==> config.mk <==
export PLATFORM = sky130hd
export DESIGN_NAME = cn_rack_top
export DESIGN_NICKNAME = d
export VERILOG_FILES = /design/src/design/host_pkg.sv /design/src/design/neuro_pkg.sv /design/src/design/cn_rack_top.sv /design/src/design/drive_mixer.sv /design/src/design/param_bank.sv /design/src/design/spike_counter.sv /design/src/design/spiking_neuron.sv /design/src/design/synapse_simple.sv /design/src/design/tick_gen.sv
export SDC_FILE = /design/constraint.sdc
export NUM_CORES = 1
export LEC_CHECK = 0
export BUFFER_PORTS_ARGS = -buffer_cell sky130_fd_sc_hd__clkbuf_2
export CELL_PAD_IN_SITES_DETAIL_PLACEMENT = 1
export CELL_PAD_IN_SITES_GLOBAL_PLACEMENT = 1
export CORE_MARGIN = 10
export CORE_UTILIZATION = 50
export DETAILED_ROUTE_END_ITERATION = 7
export PLACE_DENSITY_LB_ADDON = 0.1
export SLEW_MARGIN = 10
export SYNTH_ARGS = -nofsm -noshare
export SYNTH_HDL_FRONTEND = slang
export SYNTH_SLANG_ARGS = --single-unit
==> constraint.sdc <==
create_clock -name ep50trig -period 24.6 [get_ports ep50trig]
set_clock_uncertainty 0.15 [all_clocks]
set_input_delay 4.92 -clock ep50trig [delete_from_list [all_inputs] [get_ports ep50trig]]
set_output_delay 4.92 -clock ep50trig [all_outputs]
set_load 0.02 [all_outputs]
==> src/design/host_pkg.sv <==
`default_nettype none

package host_pkg;

    localparam int HOST_WORD_W = 32;  // two 16-bit wire endpoints side by side
    localparam int TRIG_W      = 16;  // one trigger endpoint

    typedef logic [HOST_WORD_W-1:0] host_word_t;  // data word held by the host
    typedef logic [TRIG_W-1:0]      trig_vec_t;   // one-clock load strobes

    // trigger bit per register
    localparam int TRIG_CLK_DIV = 7;   // neuron tick divider
    localparam int TRIG_EXTRA1  = 8;   // dithered extra drive
    localparam int TRIG_EXTRA2  = 9;   // plain extra drive

    // both extra drives come up silent
    localparam host_word_t EXTRA_RESET = '0;

endpackage

`default_nettype wire

==> src/design/neuro_pkg.sv <==
`default_nettype none

package neuro_pkg;

    localparam int FRAC_BITS = 10;  // Q.10 everywhere in the membrane path

    typedef logic signed [31:0] fixed_t;    // drive and potential
    typedef logic [15:0]        current_t;  // synaptic current, integer units

    localparam fixed_t V_THRESH = 32'sd30 <<< FRAC_BITS;  // 30 mV -> 30720
    localparam fixed_t V_RESET  = '0;                     // potential after a spike

    // random source for the dithered drive
    typedef logic [31:0] lfsr_t;
    localparam lfsr_t LFSR_TAPS = 32'h8020_0003;  // galois feedback mask
    localparam lfsr_t LFSR_SEED = 32'h0000_0001;  // any nonzero state works

    localparam int DITHER_BITS = 8;  // low bits replaced by noise

    typedef struct packed {
        logic [31-DITHER_BITS:0] coarse;  // upper host register bits
        logic [DITHER_BITS-1:0]  dither;  // lfsr low bits
    } dither_fields_t;

    // one word, written as fields by the mixer, read raw by the neuron
    typedef union packed {
        fixed_t         raw;
        dither_fields_t fld;
    } dither_drive_u;

endpackage

`default_nettype wire

==> src/design/cn_rack_top.sv <==
`timescale 1ns/1ps
`default_nettype none

module cn_rack_top
    import host_pkg::*;
    import neuro_pkg::*;
#(
    parameter int unsigned CLK_DIV_RESET   = 381,  // divider after power-up
    parameter int          TICKS_PER_SIM   = 128,  // neuron ticks per ms
    parameter int          SYN_WEIGHT      = 64,
    parameter int          SYN_DECAY_SHIFT = 2,
    parameter int          LEAK_SHIFT      = 3
)
(
    input  wire             ep50trig,
    input  wire             reset_global,
    input  wire             i_reset_sim,
    input  wire trig_vec_t  i_trig,
    input  wire host_word_t i_wire_data,
    input  wire             i_spike_ia,      // Ia afferent line
    input  wire             i_spike_ii,      // II afferent line
    output logic            o_neuron_tick,
    output logic            o_sim_tick,
    output host_word_t      o_clk_div,
    output host_word_t      o_extra1,
    output host_word_t      o_extra2,
    output fixed_t          o_drive,
    output fixed_t          o_v_cn1,
    output logic            o_spike_cn1,
    output logic            o_spike_extra1,
    output logic            o_spike_extra2,
    output logic [31:0]     o_spike_count
);

    current_t current_ia;
    current_t current_ii;
    fixed_t   drive_extra1;   // dithered register 1
    fixed_t   drive_extra2;   // register 2 scaled to Q.10

    param_bank #(
        .CLK_DIV_RESET (host_word_t'(CLK_DIV_RESET))
    ) i_param_bank (
        .ep50trig     (ep50trig),
        .reset_global (reset_global),
        .i_trig       (i_trig),
        .i_wire_data  (i_wire_data),
        .o_clk_div    (o_clk_div),
        .o_extra1     (o_extra1),
        .o_extra2     (o_extra2)
    );

    tick_gen #(
        .TICKS_PER_SIM (TICKS_PER_SIM)
    ) i_tick_gen (
        .ep50trig      (ep50trig),
        .reset_global  (reset_global),
        .i_reset_sim   (i_reset_sim),
        .i_clk_div     (o_clk_div),
        .o_neuron_tick (o_neuron_tick),
        .o_sim_tick    (o_sim_tick)
    );

    synapse_simple #(
        .SYN_WEIGHT      (SYN_WEIGHT),
        .SYN_DECAY_SHIFT (SYN_DECAY_SHIFT)
    ) i_syn_ia (
        .ep50trig     (ep50trig),
        .reset_global (reset_global),
        .i_reset_sim  (i_reset_sim),
        .i_sim_tick   (o_sim_tick),
        .i_spike      (i_spike_ia),
        .o_current    (current_ia)
    );

    synapse_simple #(
        .SYN_WEIGHT      (SYN_WEIGHT),
        .SYN_DECAY_SHIFT (SYN_DECAY_SHIFT)
    ) i_syn_ii (
        .ep50trig     (ep50trig),
        .reset_global (reset_global),
        .i_reset_sim  (i_reset_sim),
        .i_sim_tick   (o_sim_tick),
        .i_spike      (i_spike_ii),
        .o_current    (current_ii)
    );

    drive_mixer i_drive_mixer (
        .ep50trig       (ep50trig),
        .reset_global   (reset_global),
        .i_reset_sim    (i_reset_sim),
        .i_neuron_tick  (o_neuron_tick),
        .i_sim_tick     (o_sim_tick),
        .i_current_ia   (current_ia),
        .i_current_ii   (current_ii),
        .i_extra1       (o_extra1),
        .i_extra2       (o_extra2),
        .o_drive        (o_drive),
        .o_drive_extra1 (drive_extra1),
        .o_drive_extra2 (drive_extra2)
    );

    // main nucleus neuron, fed by both afferents
    spiking_neuron #(
        .LEAK_SHIFT (LEAK_SHIFT)
    ) i_cn1 (
        .ep50trig      (ep50trig),
        .reset_global  (reset_global),
        .i_reset_sim   (i_reset_sim),
        .i_neuron_tick (o_neuron_tick),
        .i_drive       (o_drive),
        .o_v           (o_v_cn1),
        .o_spike       (o_spike_cn1)
    );

    spiking_neuron #(
        .LEAK_SHIFT (LEAK_SHIFT)
    ) i_extra_cn1 (
        .ep50trig      (ep50trig),
        .reset_global  (reset_global),
        .i_reset_sim   (i_reset_sim),
        .i_neuron_tick (o_neuron_tick),
        .i_drive       (drive_extra1),
        .o_v           (),                // potential not read back
        .o_spike       (o_spike_extra1)
    );

    spiking_neuron #(
        .LEAK_SHIFT (LEAK_SHIFT)
    ) i_extra_cn2 (
        .ep50trig      (ep50trig),
        .reset_global  (reset_global),
        .i_reset_sim   (i_reset_sim),
        .i_neuron_tick (o_neuron_tick),
        .i_drive       (drive_extra2),
        .o_v           (),
        .o_spike       (o_spike_extra2)
    );

    spike_counter i_spike_counter (
        .ep50trig     (ep50trig),
        .reset_global (reset_global),
        .i_reset_sim  (i_reset_sim),
        .i_spike      (o_spike_cn1),
        .o_count      (o_spike_count)
    );

endmodule

`default_nettype wire

==> src/design/drive_mixer.sv <==
`timescale 1ns/1ps
`default_nettype none

module drive_mixer
    import host_pkg::*;
    import neuro_pkg::*;
(
    input  wire             ep50trig,
    input  wire             reset_global,
    input  wire             i_reset_sim,
    input  wire             i_neuron_tick,
    input  wire             i_sim_tick,
    input  wire current_t   i_current_ia,    // afferent Ia synapse
    input  wire current_t   i_current_ii,    // afferent II synapse
    input  wire host_word_t i_extra1,        // raw Q.10 word from host
    input  wire host_word_t i_extra2,        // integer drive from host
    output fixed_t          o_drive,         // main neuron drive, held per sim tick
    output fixed_t          o_drive_extra1,
    output fixed_t          o_drive_extra2
);

    fixed_t        syn_sum;   // integer sum, zero extended
    lfsr_t         lfsr_q;
    lfsr_t         lfsr_nxt;
    dither_drive_u dith;

    assign syn_sum = fixed_t'(i_current_ia) + fixed_t'(i_current_ii);

    // galois step, shift right and fold taps when a one falls out
    assign lfsr_nxt = lfsr_q[0] ? ((lfsr_q >> 1) ^ LFSR_TAPS) : (lfsr_q >> 1);

    // sum sampled before the synapses take their own tick update
    always_ff @(posedge ep50trig or posedge reset_global)
    begin
        if (reset_global)
            o_drive <= '0;
        else if (i_reset_sim)
            o_drive <= '0;
        else if (i_sim_tick)
            o_drive <= syn_sum <<< FRAC_BITS;
    end

    always_ff @(posedge ep50trig or posedge reset_global)
    begin
        if (reset_global)
            lfsr_q <= LFSR_SEED;
        else if (i_reset_sim)
            lfsr_q <= LFSR_SEED;
        else if (i_neuron_tick)
            lfsr_q <= lfsr_nxt;  // fresh noise each membrane update
    end

    always_comb
    begin
        dith.fld.coarse = i_extra1[31:DITHER_BITS];   // keep host's upper bits
        dith.fld.dither = lfsr_q[DITHER_BITS-1:0];    // noise in the fraction
    end

    assign o_drive_extra1 = dith.raw;
    assign o_drive_extra2 = fixed_t'(i_extra2) <<< FRAC_BITS;

    // zero is the galois lock-up state, seed and reset must keep us out of it
    a_lfsr_alive: assert property (@(posedge ep50trig) disable iff (reset_global)
        lfsr_q != '0);

endmodule

`default_nettype wire

==> src/design/param_bank.sv <==
`timescale 1ns/1ps
`default_nettype none

module param_bank
    import host_pkg::*;
#(
    parameter host_word_t CLK_DIV_RESET = 32'd381  // 381 gives real-time speed
)
(
    input  wire             ep50trig,
    input  wire             reset_global,
    input  wire trig_vec_t  i_trig,       // one-clock load strobes
    input  wire host_word_t i_wire_data,  // held by host around the strobe
    output host_word_t      o_clk_div,
    output host_word_t      o_extra1,
    output host_word_t      o_extra2
);

    // host settings hold across a soft reset
    always_ff @(posedge ep50trig or posedge reset_global)
    begin
        if (reset_global)
        begin
            o_clk_div <= CLK_DIV_RESET;
            o_extra1  <= EXTRA_RESET;
            o_extra2  <= EXTRA_RESET;
        end
        else
        begin
            // several strobes may fire together, each loads the same word
            if (i_trig[TRIG_CLK_DIV])
                o_clk_div <= i_wire_data;
            if (i_trig[TRIG_EXTRA1])
                o_extra1 <= i_wire_data;
            if (i_trig[TRIG_EXTRA2])
                o_extra2 <= i_wire_data;
        end
    end

    // a register may only move right after its own strobe
    a_clk_div_hold: assert property (@(posedge ep50trig) disable iff (reset_global)
        !$past(i_trig[TRIG_CLK_DIV]) |-> $stable(o_clk_div));

    a_extra1_hold: assert property (@(posedge ep50trig) disable iff (reset_global)
        !$past(i_trig[TRIG_EXTRA1]) |-> $stable(o_extra1));

    a_extra2_hold: assert property (@(posedge ep50trig) disable iff (reset_global)
        !$past(i_trig[TRIG_EXTRA2]) |-> $stable(o_extra2));

endmodule

`default_nettype wire

==> src/design/spike_counter.sv <==
`timescale 1ns/1ps
`default_nettype none

module spike_counter
(
    input  wire         ep50trig,
    input  wire         reset_global,
    input  wire         i_reset_sim,
    input  wire         i_spike,     // single-clock pulse from the main neuron
    output logic [31:0] o_count      // wraps, host reads it as two halves
);

    always_ff @(posedge ep50trig or posedge reset_global)
    begin
        if (reset_global)
            o_count <= '0;
        else if (i_reset_sim)
            o_count <= '0;
        else if (i_spike)
            o_count <= o_count + 32'd1;  // visible the clock after the pulse
    end

endmodule

`default_nettype wire

==> src/design/spiking_neuron.sv <==
`timescale 1ns/1ps
`default_nettype none

module spiking_neuron
    import neuro_pkg::*;
#(
    parameter int LEAK_SHIFT = 3  // leak 1/8 of the potential per tick
)
(
    input  wire         ep50trig,
    input  wire         reset_global,
    input  wire         i_reset_sim,
    input  wire         i_neuron_tick,
    input  wire fixed_t i_drive,       // Q.10 input current
    output fixed_t      o_v,           // membrane potential, Q.10
    output logic        o_spike        // one clock per firing
);

    fixed_t v_nxt;
    logic   fire;

    // leaky integrate, arithmetic shift keeps the sign of a negative potential
    assign v_nxt = o_v + i_drive - (o_v >>> LEAK_SHIFT);
    assign fire  = (v_nxt >= V_THRESH);

    always_ff @(posedge ep50trig or posedge reset_global)
    begin
        if (reset_global)
        begin
            o_v     <= V_RESET;
            o_spike <= 1'b0;
        end
        else if (i_reset_sim)
        begin
            o_v     <= V_RESET;
            o_spike <= 1'b0;
        end
        else if (i_neuron_tick)
        begin
            o_v     <= fire ? V_RESET : v_nxt;
            o_spike <= fire;
        end
        else
            o_spike <= 1'b0;  // pulse ends after one clock
    end

    // threshold crossing always resets, so the stored value stays below it
    a_v_below_thresh: assert property (@(posedge ep50trig) disable iff (reset_global)
        o_v < V_THRESH);

    // ticks are at least two clocks apart in normal use
    a_spike_single: assert property (@(posedge ep50trig) disable iff (reset_global)
        o_spike |=> !o_spike);

endmodule

`default_nettype wire

==> src/design/synapse_simple.sv <==
`timescale 1ns/1ps
`default_nettype none

module synapse_simple
    import neuro_pkg::*;
#(
    parameter int SYN_WEIGHT      = 64,  // current per captured spike
    parameter int SYN_DECAY_SHIFT = 2    // decay by 1/4 per sim tick
)
(
    input  wire      ep50trig,
    input  wire      reset_global,
    input  wire      i_reset_sim,
    input  wire      i_sim_tick,
    input  wire      i_spike,     // from another fpga, asynchronous
    output current_t o_current
);

    logic [2:0]  spike_sync;   // two sync flops plus an edge history flop
    logic        spike_rise;
    logic        spike_seen;   // sticky until next sim tick
    current_t    decayed;
    logic [16:0] cur_sum;      // one spare bit for saturation

    assign spike_rise = spike_sync[1] & ~spike_sync[2];

    assign decayed = o_current - (o_current >> SYN_DECAY_SHIFT);
    assign cur_sum = {1'b0, decayed} + (spike_seen ? 17'(SYN_WEIGHT) : 17'd0);

    always_ff @(posedge ep50trig or posedge reset_global)
    begin
        if (reset_global)
        begin
            spike_sync <= '0;
            spike_seen <= 1'b0;
            o_current  <= '0;
        end
        else if (i_reset_sim)
        begin
            spike_sync <= '0;
            spike_seen <= 1'b0;
            o_current  <= '0;
        end
        else
        begin
            spike_sync <= {spike_sync[1:0], i_spike};
            if (i_sim_tick)
            begin
                o_current  <= cur_sum[16] ? 16'hFFFF : cur_sum[15:0];  // clamp at full scale
                spike_seen <= spike_rise;  // an edge on the tick goes to the next one
            end
            else if (spike_rise)
                spike_seen <= 1'b1;
        end
    end

endmodule

`default_nettype wire

==> src/design/tick_gen.sv <==
`timescale 1ns/1ps
`default_nettype none

module tick_gen
    import host_pkg::*;
#(
    parameter int TICKS_PER_SIM = 128  // neuron ticks per 1 ms of model time
)
(
    input  wire             ep50trig,
    input  wire             reset_global,
    input  wire             i_reset_sim,
    input  wire host_word_t i_clk_div,      // period minus one, in clocks
    output logic            o_neuron_tick,
    output logic            o_sim_tick
);

    localparam int SIM_W = (TICKS_PER_SIM > 1) ? $clog2(TICKS_PER_SIM) : 1;

    host_word_t       div_cnt;   // clocks since last neuron tick
    logic [SIM_W-1:0] sim_cnt;   // neuron ticks since last sim tick
    logic             div_wrap;
    logic             sim_wrap;

    // compare against the live divider, a smaller value cuts the period at once
    assign div_wrap = (div_cnt >= i_clk_div);
    assign sim_wrap = (sim_cnt == SIM_W'(TICKS_PER_SIM - 1));

    always_ff @(posedge ep50trig or posedge reset_global)
    begin
        if (reset_global)
        begin
            div_cnt       <= '0;
            sim_cnt       <= '0;
            o_neuron_tick <= 1'b0;
            o_sim_tick    <= 1'b0;
        end
        else if (i_reset_sim)
        begin
            div_cnt       <= '0;
            sim_cnt       <= '0;
            o_neuron_tick <= 1'b0;
            o_sim_tick    <= 1'b0;
        end
        else if (div_wrap)
        begin
            div_cnt       <= '0;
            o_neuron_tick <= 1'b1;
            o_sim_tick    <= sim_wrap;                       // every Nth neuron tick
            sim_cnt       <= sim_wrap ? '0 : sim_cnt + 1'b1;
        end
        else
        begin
            div_cnt       <= div_cnt + 1'b1;
            o_neuron_tick <= 1'b0;
            o_sim_tick    <= 1'b0;
        end
    end

    // sim tick must line up with a neuron tick or mixer and neurons drift apart
    a_sim_on_neuron: assert property (@(posedge ep50trig) disable iff (reset_global)
        o_sim_tick |-> o_neuron_tick);

endmodule

`default_nettype wire

==> results.cfg, run 1 <==
[place]
gp_congestion = 0.903
hpwl_um = 62100
port_buffers = 221
dp_slack_ps = 16830
dp.cells = 3786

[floorplanning]
initial_core_util = 0.508
core_um2 = 51600
rows = 83
die_h_um = 249
die_area_um2 = 62000
io_pins = 250
fp.dieW_um = 249

[worst_setup_path]
rrSetupSlack_ps = 19270
cpPeakStageDelay_ps = 890
crit_family = buffers and inverters
path_class = input port to asynchronous set/reset pin
end_kind = asynchronous set/reset pin
crit_path_start_kind = input port
required_ps = 25000
crit_slowest_cell = buf_4
crit_buf_inv = 4
cp.arrival_ps = 7400
crit_fanout = 165
crit_chain = clkbuf_2 -> inv_8 -> buf_12 -> buf_4

[cts]
cts-buffers-inserted = 43
cts_root_buf = clkbuf_16
clk_latency_ps = 570
clk_pin_slew_worst_paths_ps = 50
cts.sinks = 357
ctsResizeCount = 0
postCtsSetupBuffers = 0
cts_tree = done
cts.path.max_buffers = 3
cts.htree.levels = 2
ctsHoldBuffers = 0

[pwr]
ir_drop_uv = 46.8
p_leak_nw = 13.9
pwr_density_cell_nw_per_um2 = 55.2

[route]
drtPass1Iterations = 7
via_per_inst = 5.90
totalWireLength_um = 82900
route.detailed.drc = 0
route.vias.total = 22800
ant_nets = 0
post_drt_wl_per_cell_um = 21.4
drt-initial-drc-count = 1650

[final_layout]
area.growth.synth_to_final_pct = 11.1
fin_util = 0.564
drive_gt1_frac = 0.119
antenna_cells = 0
fin_cells = 3865
layout.nets = 3477

[grt]
grt_pass1_vias = 24600
antenna_found_initial = 1
grt.overflow.total = 0
grt_pass1_wl_um = 135000
grt_usage = 0.262
grt_max_degree = 166

[sta]
fmax_ghz = 0.143
finalMaxSlewViolations = 0
tns_ps = 0
setup_viol = 0
finalHoldViolations = 0
tightest_slew_ps = 1180
period_share = 0.285
fin_crit_ps = 7000
relSlewSlack = 0.195
setup_slack_ps = 17600
rsz0062_at_grt = no

[run_status]
status = complete, no violations

[synth]
synth_cell_types = 95
yosysWarnings = 0
async_flop_share = 1.00
synth_area_per_cell_um2 = 8.69
synth_ff_type = dfrtp_1
synth_area_leaders = dfrtp_1 33%, ha_1 9.5%, inv_1 5.8%
syn_inst = 3017
yosysTopAreaCell = dfrtp_1
synth_edf_count = 0
synth_seq_cells = 357
synth_top_area_frac = 0.333
ys_seq_area_frac = 0.341
syn_area_um2 = 26200

[job]
max_cap_violations = 0

[min_path]
hp-class = register to register
[stage by stage]
stage | cell area [um2] | hold WS, ps | total power, mW
6_report | 29100 | 329 | 1.61
4_1_cts | 29100 | 334 | 1.62
2_1_floorplan | 26300 | 289 | 0.843
5_1_grt | 29100 | 359 | 1.68
3_5_place_dp | 27600 | 313 | 0.938
3_3_place_gp | 27600 | 323 | 0.926
[power breakdown]
group	total, mW	switching (mW)	internal [mW]
clock	0.675	0.265	0.410
sequential	0.616	0.0125	0.604
combinational	0.315	0.216	0.0994
total	1.61	0.494	1.11
[flip-flops by register name, summed over array words and instances (netlist names)]
signal	count
i_cn1.o_v	32
i_drive_mixer.lfsr_q	32
i_extra_cn1.o_v	32
i_extra_cn2.o_v	32
i_param_bank.o_clk_div	32
i_param_bank.o_extra1	32
i_param_bank.o_extra2	32
i_spike_counter.o_count	32
i_tick_gen.div_cnt	32
i_drive_mixer.o_drive	17
i_syn_ia.o_current	16
i_syn_ii.o_current	16
i_tick_gen.sim_cnt	7
i_syn_ia.spike_sync	3
i_syn_ii.spike_sync	3
i_cn1.o_spike	1
i_extra_cn1.o_spike	1
i_extra_cn2.o_spike	1
i_syn_ia.spike_seen	1
i_syn_ii.spike_seen	1
i_tick_gen.o_neuron_tick	1
i_tick_gen.o_sim_tick	1
[Yosys cell counts (40+ instances only)]
cell,n
a21o_1,63
a21oi_1,167
buf_4,40
clkbuf_1,110
dfrtp_1,349
fa_1,74
ha_1,199
inv_1,403
mux2i_1,53
nand2_1,251
nand3_1,79
nand4_1,40
nor2_1,276
nor3_1,42
o21ai_0,171
xnor2_1,94
xor2_1,77
[layout by cell type, fill, tap and decap left out, drive strengths merged, types with 15 or more instances in the layout]
master | netlist | final
nand4 | 40 | 40
o21a | 20 | 20
inv | 403 | 403
o21ai | 184 | 184
o211ai | 30 | 30
fa | 74 | 74
nand2 | 251 | 251
a311oi | 26 | 26
mux2i | 53 | 53
nor2 | 277 | 277
nor2b | 22 | 22
nand3 | 79 | 79
a211oi | 32 | 32
conb | 1 | 15
a21o | 63 | 63
and2 | 18 | 18
and3 | 34 | 34
or3 | 31 | 31
a31oi | 23 | 23
xnor2 | 94 | 94
nor3 | 42 | 42
dfrtp | 349 | 349
a21oi | 170 | 170
o31ai | 15 | 15
nand2b | 20 | 20
ha | 199 | 199
clkbuf | 110 | 286
xor2 | 77 | 77
mux2 | 22 | 22
buf | 51 | 16
[worst paths after layout]
check	from	to	depth (start not counted)
worst min-delay path	i_syn_ia.spike_sync[0]$_DFF_PP0_	i_syn_ia.spike_sync[1]$_DFF_PP0_	1
worst max register to register	i_extra_cn2.o_v[11]$_DFFE_PP0P_	i_extra_cn2.o_v[9]$_DFFE_PP0P_	13
worst max-delay path	reset_global	i_spike_counter.o_count[24]$_DFFE_PP0P_	4
worst min register to register	i_syn_ia.spike_sync[0]$_DFF_PP0_	i_syn_ia.spike_sync[1]$_DFF_PP0_	1
max in group ep50trig	i_reset_sim	i_syn_ia.o_current[14]$_DFFE_PP0P_	5
min in group asynchronous	reset_global	i_syn_ii.spike_sync[0]$_DFF_PP0_	2
[cell families (layout without fill, tap and decap cells)]
kind of cell	Yosys count	after routing	synth area share
AO/OA/AOI/OAI	701	701	0.177
XOR/XNOR	171	171	0.0571
adder cells (fa/ha/maj)	273	273	0.151
buffers and inverters	565	719	0.0870
flip-flops	357	357	0.341
multiplexers	75	75	0.0297
other	1	15	0.000143
AND/OR/NAND/NOR	874	874	0.157
[metal layers]
| layer | share of wire | global-route usage | vias up |
|---|---|---|---|
| met5 | 0 | 0 | - |
| met4 | 0.027 | 0.0801 | 0 |
| met3 | 0.041 | 0.0321 | 121 |
| met2 | 0.49 | 0.456 | 532 |
| met1 | 0.44 | 0.334 | 11600 |
| li1 | - | - | 10600 |
[area by class of cell]
| cell class | instances | area, um2 |
|---|---|---|
| clock buffers | 66 | 1320 |
| repair buffers | 236 | 1240 |
| multi-input cells | 2109 | 15100 |
| clock inverters | 13 | 176 |
| flip-flops and latches | 357 | 8950 |
| inverters | 404 | 1520 |
| fillers | 6154 | 22500 |
| well taps | 680 | 851 |
Note: power is estimated with default switching activity, not from simulation.
==> run 2, diff against run 1 <==
ABC_AREA = 1   (was unset)
CORE_UTILIZATION = 44   (was 50)
clock period = 7.3 ns   (was 24.6 ns; I/O delays follow)
==> run 2 against run 1 <==
Wire length is 11% higher. Synthesized cell count up 36%. Utilization fell by 6.8 points. Highest routed layer unchanged.
==> results.cfg, run 2 <==
[run_status]
status = complete, no violations

[floorplanning]
fp.dieW_um = 273
rows = 92
die_h_um = 273
io_pins = 250
die_area_um2 = 74500
initial_core_util = 0.445
core_um2 = 63200

[grt]
grt_pass1_wl_um = 148000
grt_usage = 0.245
grt_use_met3 = 0.0452
grt.overflow.total = 0
top_usage_layer = met2
grt_pass1_vias = 27300
grt.met1_usage = 0.318
antenna_found_initial = 2
use_met2 = 0.413
grt_max_degree = 163

[final_layout]
final_common_cell = nand2_1
layout_common_cells = 1321 x nand2_1, 786 x inv_1, 349 x dfrtp_1, 334 x nor2_1, 221 x clkbuf_2
drive_gt1_frac = 0.0854
layout.nets = 4602
area.growth.synth_to_final_pct = 11.4
antenna_cells = 0
finalInstanceArea_um2 = 31400
fill_cells = 8348

[min_path]
min_from = i_syn_ia.spike_sync[2]$_DFF_PP0_
hp-class = register to register
min_path_cells = 1
holdPathEnd = i_syn_ia.spike_seen$_DFFE_PP0P_

[worst_setup_path]
crit_chain = inv_1 -> ha_1 -> ha_1 -> inv_1 -> fa_1 -> inv_1 -> nand3_1 -> nand3_1 -> nand2_1 -> nand3_1 -> nand2_1 -> nand2_1 -> xnor2_1 -> nand3_1 -> nor2_1 -> nand3_1 -> nand2_2 -> nor2_1
crit_slowest_cell = nand2_2
reg2reg_from = i_cn1.o_v[4]$_DFFE_PP0P_
ff2ff_path_depth = 18
end_kind = register
crit_family = simple AND/OR/NAND/NOR gates
cpPeakStageDelay_ps = 570
crit_path_start_kind = register
crit_top_cell = nand3_1
rrSetupSlack_ps = 3080
required_ps = 7540
crit_fanout = 32
r2r_end = i_cn1.o_spike$_DFF_PP0_
path_class = register to register
cp.arrival_ps = 4450
crit_buf_inv = 3

[sta]
finalHoldViolations = 0
finalMaxSlewViolations = 0
fin_crit_ps = 4220
holdWs_ps = 275
tightest_slew_ps = 1110
rsz0062_at_grt = no
period_share = 0.577
relSlewSlack = 0.256
tns_ps = 0
setup_viol = 0
fmax_ghz = 0.237

[place]
hpwl_um = 72300
port_buffers = 221
gp_congestion = 0.917
place_area_um2 = 29900

[cts]
cts_root_buf = clkbuf_16
cts_tree = done
postCtsSetupBuffers = 0
clk_latency_ps = 600
cts.sinks = 357
cts.path.max_buffers = 3
ctsHoldBuffers = 0
clk_pin_slew_worst_paths_ps = 60
ctsResizeCount = 0
cts.htree.levels = 2
cts-buffers-inserted = 44

[route]
post_drt_wl_per_cell_um = 17.8
ant_nets = 0
totalWireLength_um = 91700
drt-initial-drc-count = 1155
drtPass1Iterations = 5
via_per_inst = 5.10
route.detailed.drc = 0
route.vias.total = 26300

[synth]
syn_area_um2 = 28100
synth_edf_count = 0
yosysWarnings = 0
synth_area_leaders = dfrtp_1 31%, nand2_1 18%, inv_1 11%
synth_top_area_frac = 0.310
ys_seq_area_frac = 0.318
synth_common_cells = 1321 x nand2_1, 788 x inv_1, 349 x dfrtp_1
async_flop_share = 1.00
synth_cell_types = 53
yosysMostFrequentCell = nand2_1
synth_ff_type = dfrtp_1
synth_area_per_cell_um2 = 6.87
syn_inst = 4095
synth_seq_cells = 357
yosysTopAreaCell = dfrtp_1

[pwr]
swShare = 0.475
p_switching_mw = 4.72
p_comb_frac = 0.530
p_clk_frac = 0.236
ir_drop_uv = 211
intPower_mw = 5.22
pwr_density_cell_nw_per_um2 = 317
seq_power_share = 0.234
p_leak_nw = 17.2

[job]
max_cap_violations = 0
[run 2: cell families after synthesis]
| logic type | after synthesis | synth area share |
|---|---|---|
| adder cells (fa/ha/maj) | 273 | 0.141 |
| multiplexers | 22 | 0.00880 |
| XOR/XNOR | 77 | 0.0245 |
| other | 1 | 0.000133 |
| buffers and inverters | 904 | 0.129 |
| AND/OR/NAND/NOR | 2018 | 0.294 |
| AO/OA/AOI/OAI | 443 | 0.0853 |
| flip-flops | 357 | 0.318 |
[run 2: routing by layer]
layer	part of all wire	vias to the layer above	routed length [um]
met3	0.046	111	4240
met4	0.026	0	2350
met5	0	-	0
met1	0.46	12800	41900
li1	-	13000	-
met2	0.47	355	43300
[run 2: through the flow]
stage	instances	total power, mW	utilization	setup WS [ps]
final	5153	9.94	0.496	3080
after global routing	5153	10.8	0.496	2810
after CTS	5153	10.0	0.496	3130
after detailed placement	5076	7.59	0.472	3150
after global placement	5076	7.49	0.472	3190
after floorplan	4109	6.24	-	912
[run 2: worst max path at each step]
stage,from,endpoint,slack (ps),cells after the start
final,i_cn1.o_v[4]$_DFFE_PP0P_,i_cn1.o_spike$_DFF_PP0_,3080,18
after global routing,i_cn1.o_v[13]$_DFFE_PP0P_,i_cn1.o_spike$_DFF_PP0_,2810,19
after CTS,i_cn1.o_v[4]$_DFFE_PP0P_,i_cn1.o_spike$_DFF_PP0_,3130,18
after detailed placement,i_reset_sim,i_extra_cn1.o_v[21]$_DFFE_PP0P_,3150,9
after global placement,i_reset_sim,i_extra_cn1.o_v[21]$_DFFE_PP0P_,3190,9
after floorplan,reset_global,i_cn1.o_spike$_DFF_PP0_,910,1
[run 2: cell type report]
| class | instances | area, um2 | share of cell area |
|---|---|---|---|
| flip-flops and latches | 357 | 8940 | 0.285 |
| clock inverters | 16 | 275 | 0.00878 |
| inverters | 789 | 2970 | 0.0946 |
| clock buffers | 61 | 1230 | 0.0394 |
| repair buffers | 236 | 1230 | 0.0393 |
| multi-input cells | 2848 | 15700 | 0.499 |
| well taps | 846 | 1060 | 0.0338 |
[run 2: power groups by stage]
stage	Sequential [mW]	Clock, mW	Combinational, mW
3_3_place_gp	2.35	0	5.14
6_report	2.33	2.35	5.26
3_5_place_dp	2.36	0	5.24
4_1_cts	2.32	2.40	5.29
2_1_floorplan	2.38	0	3.86
5_1_grt	2.35	2.48	6.01
